==> config.mk <==
export PLATFORM = sky130hd
export DESIGN_NAME = sha_core
export DESIGN_NICKNAME = d
export VERILOG_FILES = /design/src/sha_pkg.sv /design/src/sha_core.sv /design/src/sha_ctrl.sv /design/src/sha_digest.sv /design/src/sha_round.sv /design/src/sha_schedule.sv
export SDC_FILE = /design/constraint.sdc
export NUM_CORES = 2
export LEC_CHECK = 0
export ABC_AREA = 1
export BUFFER_PORTS_ARGS = -buffer_cell sky130_fd_sc_hd__buf_2
export CAP_MARGIN = 20
export CORE_ASPECT_RATIO = 0.6
export CORE_MARGIN = 3
export CORE_UTILIZATION = 40
export DETAILED_ROUTE_END_ITERATION = 8
export PLACE_DENSITY_LB_ADDON = 0.3
export SLEW_MARGIN = 20
export SYNTH_ARGS = -nofsm -noshare
export SYNTH_HDL_FRONTEND = slang
export SYNTH_SLANG_ARGS = --single-unit
==> constraint.sdc <==
create_clock -name clk -period 15.23 [get_ports clk]
set_input_delay 1.523 -clock clk [delete_from_list [all_inputs] [get_ports clk]]
set_output_delay 1.523 -clock clk [all_outputs]
set_load 0.03 [all_outputs]
==> src/sha_pkg.sv <==
package sha_pkg;

  // working state and digest, a in the top word
  typedef struct packed {
    logic [31:0] a;
    logic [31:0] b;
    logic [31:0] c;
    logic [31:0] d;
    logic [31:0] e;
    logic [31:0] f;
    logic [31:0] g;
    logic [31:0] h;
  } hash_state_t;

  // word 0 is the first big-endian word of the block
  typedef logic [0:15][31:0] msg_block_t;

  localparam int SHA_ROUNDS  = 64;
  localparam int ROUND_IDX_W = 6;

  // round constants, FIPS 180-4
  localparam logic [31:0] SHA_K [0:SHA_ROUNDS-1] = '{
    32'h428a2f98, 32'h71374491, 32'hb5c0fbcf, 32'he9b5dba5,
    32'h3956c25b, 32'h59f111f1, 32'h923f82a4, 32'hab1c5ed5,
    32'hd807aa98, 32'h12835b01, 32'h243185be, 32'h550c7dc3,
    32'h72be5d74, 32'h80deb1fe, 32'h9bdc06a7, 32'hc19bf174,
    32'he49b69c1, 32'hefbe4786, 32'h0fc19dc6, 32'h240ca1cc,
    32'h2de92c6f, 32'h4a7484aa, 32'h5cb0a9dc, 32'h76f988da,
    32'h983e5152, 32'ha831c66d, 32'hb00327c8, 32'hbf597fc7,
    32'hc6e00bf3, 32'hd5a79147, 32'h06ca6351, 32'h14292967,
    32'h27b70a85, 32'h2e1b2138, 32'h4d2c6dfc, 32'h53380d13,
    32'h650a7354, 32'h766a0abb, 32'h81c2c92e, 32'h92722c85,
    32'ha2bfe8a1, 32'ha81a664b, 32'hc24b8b70, 32'hc76c51a3,
    32'hd192e819, 32'hd6990624, 32'hf40e3585, 32'h106aa070,
    32'h19a4c116, 32'h1e376c08, 32'h2748774c, 32'h34b0bcb5,
    32'h391c0cb3, 32'h4ed8aa4a, 32'h5b9cca4f, 32'h682e6ff3,
    32'h748f82ee, 32'h78a5636f, 32'h84c87814, 32'h8cc70208,
    32'h90befffa, 32'ha4506ceb, 32'hbef9a3f7, 32'hc67178f2
  };

  // standard initial hash value, a first
  localparam hash_state_t SHA_IV = '{
    32'h6a09e667, 32'hbb67ae85, 32'h3c6ef372, 32'ha54ff53a,
    32'h510e527f, 32'h9b05688c, 32'h1f83d9ab, 32'h5be0cd19
  };

  typedef enum logic [1:0] {
    CTRL_IDLE,
    CTRL_ROUND,
    CTRL_FINISH
  } ctrl_state_t;

  // rotate right by n
  function automatic logic [31:0] rotr(input logic [31:0] x, input int n);
    return (x >> n) | (x << (32 - n));
  endfunction

  function automatic logic [31:0] big_sigma0(input logic [31:0] x);
    return rotr(x, 2) ^ rotr(x, 13) ^ rotr(x, 22);
  endfunction

  function automatic logic [31:0] big_sigma1(input logic [31:0] x);
    return rotr(x, 6) ^ rotr(x, 11) ^ rotr(x, 25);
  endfunction

  // schedule sigmas use a plain shift in the last term
  function automatic logic [31:0] small_sigma0(input logic [31:0] x);
    return rotr(x, 7) ^ rotr(x, 18) ^ (x >> 3);
  endfunction

  function automatic logic [31:0] small_sigma1(input logic [31:0] x);
    return rotr(x, 17) ^ rotr(x, 19) ^ (x >> 10);
  endfunction

  function automatic logic [31:0] ch_fn(input logic [31:0] x, input logic [31:0] y,
                                        input logic [31:0] z);
    return (x & y) ^ (~x & z);
  endfunction

  function automatic logic [31:0] maj_fn(input logic [31:0] x, input logic [31:0] y,
                                         input logic [31:0] z);
    return (x & y) ^ (x & z) ^ (y & z);
  endfunction

endpackage

==> src/sha_core.sv <==
`timescale 1ns/1ps

module sha_core (
  input  logic                 clk,
  input  logic                 rst_i,
  input  logic                 block_valid_i,
  input  logic                 first_i,
  input  sha_pkg::msg_block_t  block_i,
  output logic                 busy_o,
  output logic                 done_o,
  output sha_pkg::hash_state_t digest_o
);

  import sha_pkg::*;

  // control strobes
  logic                   start;
  logic                   step;
  logic                   finish;
  logic [ROUND_IDX_W-1:0] round_idx;

  // datapath words
  logic [31:0]            w_word;
  hash_state_t            chain;
  hash_state_t            round_state;

  sha_ctrl u_ctrl (
    .clk           (clk),
    .rst_i         (rst_i),
    .block_valid_i (block_valid_i),
    .busy_o        (busy_o),
    .done_o        (done_o),
    .start_o       (start),
    .step_o        (step),
    .finish_o      (finish),
    .round_idx_o   (round_idx)
  );

  // W source, one word per round
  sha_schedule u_schedule (
    .clk     (clk),
    .start_i (start),
    .step_i  (step),
    .block_i (block_i),
    .w_o     (w_word)
  );

  // two-rank round loop
  sha_round u_round (
    .clk         (clk),
    .start_i     (start),
    .chain_i     (chain),
    .round_idx_i (round_idx),
    .w_i         (w_word),
    .state_o     (round_state)
  );

  // chaining value and final add
  sha_digest u_digest (
    .clk           (clk),
    .rst_i         (rst_i),
    .start_i       (start),
    .first_i       (first_i),
    .finish_i      (finish),
    .round_state_i (round_state),
    .chain_o       (chain),
    .digest_o      (digest_o)
  );

endmodule

==> src/sha_ctrl.sv <==
`timescale 1ns/1ps

module sha_ctrl (
  input  logic                            clk,
  input  logic                            rst_i,
  input  logic                            block_valid_i,
  output logic                            busy_o,
  output logic                            done_o,
  output logic                            start_o,
  output logic                            step_o,
  output logic                            finish_o,
  output logic [sha_pkg::ROUND_IDX_W-1:0] round_idx_o
);

  import sha_pkg::*;

  ctrl_state_t            state_q;
  // 0 issue cycle, 1 rank move cycle
  logic                   phase_q;
  logic [ROUND_IDX_W-1:0] idx_q;
  logic                   done_q;
  logic                   last_step;

  // accept only when idle and not showing done
  assign start_o = block_valid_i && (state_q == CTRL_IDLE) && !done_q;

  // advance schedule and index in the second cycle of a round
  assign step_o = (state_q == CTRL_ROUND) && phase_q;

  // round 63 leaving rank 1
  assign last_step = step_o && (idx_q == ROUND_IDX_W'(SHA_ROUNDS - 1));

  // one cycle, result of round 63 sits in rank 2
  assign finish_o = (state_q == CTRL_FINISH);

  // busy through the done cycle
  assign busy_o = (state_q != CTRL_IDLE) || done_q;

  assign done_o      = done_q;
  assign round_idx_o = idx_q;

  always_ff @(posedge clk) begin
    if (rst_i) begin
      state_q <= CTRL_IDLE;
      phase_q <= 1'b0;
      idx_q   <= '0;
      done_q  <= 1'b0;
    end else begin
      // done only lasts a cycle
      done_q <= 1'b0;
      case (state_q)
        CTRL_IDLE: begin
          if (start_o) begin
            state_q <= CTRL_ROUND;
            phase_q <= 1'b0;
            idx_q   <= '0;
          end
        end
        CTRL_ROUND: begin
          phase_q <= ~phase_q;
          // index wraps back to 0 after the last round
          if (step_o) begin
            idx_q <= idx_q + 1'b1;
          end
          if (last_step) begin
            state_q <= CTRL_FINISH;
          end
        end
        CTRL_FINISH: begin
          // digest add happens on this edge
          state_q <= CTRL_IDLE;
          done_q  <= 1'b1;
        end
        default: begin
          state_q <= CTRL_IDLE;
        end
      endcase
    end
  end

endmodule

==> src/sha_digest.sv <==
`timescale 1ns/1ps

module sha_digest (
  input  logic                 clk,
  input  logic                 rst_i,
  input  logic                 start_i,
  input  logic                 first_i,
  input  logic                 finish_i,
  input  sha_pkg::hash_state_t round_state_i,
  output sha_pkg::hash_state_t chain_o,
  output sha_pkg::hash_state_t digest_o
);

  import sha_pkg::*;

  // chaining value, doubles as the visible digest
  hash_state_t chain_q;
  hash_state_t sum;

  // word-wise add, carries drop at 32 bits
  always_comb begin
    sum.a = chain_q.a + round_state_i.a;
    sum.b = chain_q.b + round_state_i.b;
    sum.c = chain_q.c + round_state_i.c;
    sum.d = chain_q.d + round_state_i.d;
    sum.e = chain_q.e + round_state_i.e;
    sum.f = chain_q.f + round_state_i.f;
    sum.g = chain_q.g + round_state_i.g;
    sum.h = chain_q.h + round_state_i.h;
  end

  always_ff @(posedge clk) begin
    if (rst_i) begin
      chain_q <= SHA_IV;
    end else if (start_i && first_i) begin
      // new message restarts from the iv
      chain_q <= SHA_IV;
    end else if (finish_i) begin
      chain_q <= sum;
    end
    // continuation just keeps the last digest
  end

  // rounds read it frozen, caller sees it after the add
  assign chain_o  = chain_q;
  assign digest_o = chain_q;

endmodule

==> src/sha_round.sv <==
`timescale 1ns/1ps

module sha_round (
  input  logic                          clk,
  input  logic                          start_i,
  input  sha_pkg::hash_state_t          chain_i,
  input  logic [sha_pkg::ROUND_IDX_W-1:0] round_idx_i,
  input  logic [31:0]                   w_i,
  output sha_pkg::hash_state_t          state_o
);

  import sha_pkg::*;

  // start seen last cycle, pick up the chaining value
  logic        start_q;
  hash_state_t cur;
  hash_state_t nxt;
  hash_state_t rank1_q;
  hash_state_t rank2_q;
  logic [31:0] k_word;
  logic [31:0] t1;
  logic [31:0] t2;

  always_ff @(posedge clk) begin
    start_q <= start_i;
  end

  // round input, chain on first issue, else loop back from rank 2
  assign cur = start_q ? chain_i : rank2_q;

  // constant for this round
  assign k_word = SHA_K[round_idx_i];

  // t1 from the e side
  assign t1 = cur.h + big_sigma1(cur.e) + ch_fn(cur.e, cur.f, cur.g) + k_word + w_i;
  // t2 from the a side
  assign t2 = big_sigma0(cur.a) + maj_fn(cur.a, cur.b, cur.c);

  // rotate the working words down by one
  always_comb begin
    nxt.a = t1 + t2;
    nxt.b = cur.a;
    nxt.c = cur.b;
    nxt.d = cur.c;
    nxt.e = cur.d + t1;
    nxt.f = cur.e;
    nxt.g = cur.f;
    nxt.h = cur.g;
  end

  // two ranks in the loop, one round per two cycles
  // ranks run free, the off-phase slot just carries a dead copy
  always_ff @(posedge clk) begin
    rank1_q <= nxt;
    rank2_q <= rank1_q;
  end

  assign state_o = rank2_q;

endmodule

==> src/sha_schedule.sv <==
`timescale 1ns/1ps

module sha_schedule (
  input  logic                clk,
  input  logic                start_i,
  input  logic                step_i,
  input  sha_pkg::msg_block_t block_i,
  output logic [31:0]         w_o
);

  import sha_pkg::*;

  // sliding window of W[t-16] .. W[t-1], index 0 oldest
  logic [31:0] win_q [16];
  logic [31:0] w_new;

  // W[t] = s1(W[t-2]) + W[t-7] + s0(W[t-15]) + W[t-16]
  assign w_new = small_sigma1(win_q[14]) + win_q[9] + small_sigma0(win_q[1]) + win_q[0];

  always_ff @(posedge clk) begin
    if (start_i) begin
      // block words straight in, first word at the head
      for (int i = 0; i < 16; i++) begin
        win_q[i] <= block_i[i];
      end
    end else if (step_i) begin
      // drop oldest, append the next expanded word
      for (int i = 0; i < 15; i++) begin
        win_q[i] <= win_q[i+1];
      end
      win_q[15] <= w_new;
    end
  end

  // current round word
  assign w_o = win_q[0];

endmodule

==> impl_results.md <==
- Clk_lat worst skew: 0.82 ns
- DP Wirelength: 324000 um
- Unrepaired setup endpoints after global routing: no
- WP buf/inv: 7
- R2R cell count: 32
- DRT Wirelength: just under 400000 um
- Crit-path slowest cell: o21ai_0
- I/O pin total: 774
- Routability cong.: 1.06
- Syn avg cell area: 7.55 sq um
- Outcome: finished clean
- Worst Path Required: about 16 ns
- TNS Setup: 0 ns
- Global-route wire length before repair: 538000 um
- Root Buffer: clkbuf_16
- CP startpoint kind: flop
- Critical path arrival: 10.32 ns
- Layout cell share with drive strength beyond 1: 0.106
- Drt pass-1 iters: 9
- WL per Instance: 28.6 um
- # rows: between 100 and 150
- Grt total ovfl: 0
- Die W: 577 um
- Hold Vio Cnt, Final: 0
- HP Class: flop to flop
- Synth async-reset ratio: 0
- Worst relative slew slack: 0.131
- Crit path largest cell delay: 1.11 ns
- Crit path top cell by count: nand2_1
- CTS Hold Buffers Added: 0
- Clock Path Buffers: 4
- Crit path kind: flop to flop
- H-Tree Depth: 4
- ANT nets after route: 0
- Sequential share of the synthesized area: 0.395
- Post-Route Skew: about 0.055 ns
- Slew Viols, Final: 0
- Final worst-path cycle share: 0.633
- CTS tree: done
- Largest net degree at the start of global routing: approximately 180
- Post CTS Setup Buffer Count: 0
- Post-synth net total: between 10000 and 15000
- CP delay by family, top: adder cells
- Synthesis warning total: 0
- Crit path max fanout: just under 60
- Mapped Cells: 10400
- Die area: 201000 sq um
- Starting Density: 0.404
- Nets@finish: around 12000
- Hold depth: 0
- Vias in the first global route: 70400
- Num CTS Buffers: 142
- Netlist cell types: 64
- Post-CTS resize count: 0
- Final setup fails: 0
- WP depth: 32
- Post-route minimum period: 9.64 ns
- Worst Tran Pin Value: approximately 1.3 ns
- Port Buf Inserts: 773
- Prevailing post-synth register cell: dfxtp_1
- Post-synth EDFFs: 512
- Core Region: 194000 sq um
- Clock transition at the registers of the reported paths: roughly 0.080 ns
- Avg Vias per Cell: around 5.7
- Vias: 78100
- Antenna violations before repair: 61
- Fmax: 104 MHz
- Mapped Area: 78400 sq um
- Clk sinks: 1291
- Detailed Route Iter0 Violations: 13200
- Crit end category: flop
- Chip height: 349 um
- Total GRT Usage: 0.378
- Max cap viols: 0
- Worst slack, placed: 6.16 ns
- Area Growth Syn to Fin: 14.1%
- PnR worst setup slack: 5.59 ns
- DRC: 0
- Synthesized flop and latch total: 1291
final timing paths:
| check | start | endpoint | slack [ns] |
|---|---|---|---|
| setup / recovery | u_round.start_q | u_round.rank1_q[255] | 5.59 |
| hold / removal | u_round.rank1_q[104] | u_round.state_o[104] | 0.30 |
| setup reg to reg | u_round.start_q | u_round.rank1_q[255] | 5.59 |
| hold reg to reg | u_round.rank1_q[104] | u_round.state_o[104] | 0.30 |
logic make-up (layout without fill, tap and decap cells):
group | count (synthesis) | count (layout) | share of synthesized area
compound gates | 1611 | 1611 | 0.115
xor+xnor | 379 | 379 | 0.0424
fa+ha+maj | 606 | 606 | 0.115
buf+inv | 1505 | 2287 | 0.0751
flops | 1291 | 1291 | 0.395
mux | 16 | 16 | 0.00206
other cells | 0 | 39 | 0
simple gates | 4975 | 4975 | 0.256
registers in the layout (all words and copies together) (netlist names):
signal / flops
u_round.start_q: 1
u_ctrl.state_q: 2
u_ctrl.done_o: 1
u_digest.chain_o: 256
u_round.rank1_q: 256
u_ctrl.round_idx_o: 6
u_schedule.win_q: 512
u_round.state_o: 256
u_ctrl.phase_q: 1
cells in the final DEF, fill, tap and decap left out, types with 14 or more instances in the layout:
| cell | count |
|---|---|
| nand2_1 | 3526 |
| inv_1 | 1203 |
| dfxtp_1 | 776 |
| buf_2 | 773 |
| a21oi_1 | 727 |
| nor2_1 | 632 |
| o21ai_0 | 537 |
| edfxtp_1 | 512 |
| nand3_1 | 479 |
| ha_1 | 390 |
| xor2_1 | 249 |
| fa_1 | 195 |
| clkbuf_16 | 144 |
| xnor2_1 | 130 |
| nand4_1 | 93 |
| nor3_1 | 83 |
| or2_2 | 62 |
| o21bai_1 | 51 |
| buf_4 | 51 |
| o21ai_1 | 48 |
| a21o_1 | 44 |
| diode_2 | 39 |
| o211ai_1 | 33 |
| a31oi_1 | 28 |
| a21boi_0 | 26 |
| nand2_2 | 24 |
| o21a_1 | 22 |
| o21ai_4 | 21 |
| maj3_1 | 21 |
| clkbuf_1 | 19 |
| nand3b_1 | 17 |
| o31ai_1 | 16 |
| mux2i_1 | 15 |
| nor4_1 | 14 |
| inv_6 | 14 |
| bufinv_16 | 14 |
Yosys cell counts, types with 14 or more instances:
master | n | area share
a21boi_0 | 26 | 0.0025
a21o_1 | 44 | 0.0042
a21oi_1 | 727 | 0.046
a31oi_1 | 28 | 0.0022
buf_2 | 99 | 0.0063
clkbuf_1 | 167 | 0.0080
dfxtp_1 | 779 | 0.20
edfxtp_1 | 512 | 0.20
fa_1 | 195 | 0.050
ha_1 | 390 | 0.062
inv_1 | 1204 | 0.058
maj3_1 | 21 | 0.0027
mux2i_1 | 15 | 0.0019
nand2_1 | 3528 | 0.17
nand2_2 | 25 | 0.0020
nand3_1 | 479 | 0.031
nand3b_1 | 17 | 0.0016
nand4_1 | 93 | 0.0074
nor2_1 | 632 | 0.030
nor3_1 | 83 | 0.0053
nor4_1 | 14 | 0.0011
o211ai_1 | 33 | 0.0032
o21a_1 | 22 | 0.0021
o21ai_0 | 554 | 0.035
o21ai_1 | 32 | 0.0020
o21ai_4 | 21 | 0.0044
o21bai_1 | 51 | 0.0049
o31ai_1 | 16 | 0.0015
or2_2 | 62 | 0.0049
xnor2_1 | 130 | 0.015
xor2_1 | 249 | 0.028
routing by layer:
layer,vias up,part of all wire,global-route usage
li1,34900,-,-
met1,37800,0.48,0.613
met5,-,0.00087,0
met4,28,0.014,0.0535
met2,4990,0.34,0.439
met3,388,0.17,0.172
cell type report:
| type | count | area (sq um) |
|---|---|---|
| fillers | 19700 | 105000 |
| repair buffers | 828 | 4330 |
| diodes | 39 | 97.6 |
| clock inverters | 73 | 846 |
| multi-input cells | 7587 | 41600 |
| inverters | 1215 | 4590 |
| flip-flops and latches | 1291 | 31000 |
| well taps | 2603 | 3260 |
| clock buffers | 171 | 3780 |
stage by stage:
stage | instance area, sq um | hold WS, ns | utilization | cells
2_1_floorplan | 78400 | 0.310 | - | 10400
3_3_place_gp | 84700 | 0.310 | 0.436 | 13500
3_5_place_dp | 84700 | 0.312 | 0.436 | 13500
4_1_cts | 89300 | 0.289 | 0.460 | 13800
5_1_grt | 89400 | 0.302 | 0.460 | 13800
6_report | 89400 | 0.299 | 0.461 | 13800
Power is left out: the tool's default activity adds up to more than one toggle a clock period on the data nets, which glitch-free logic cannot reach.
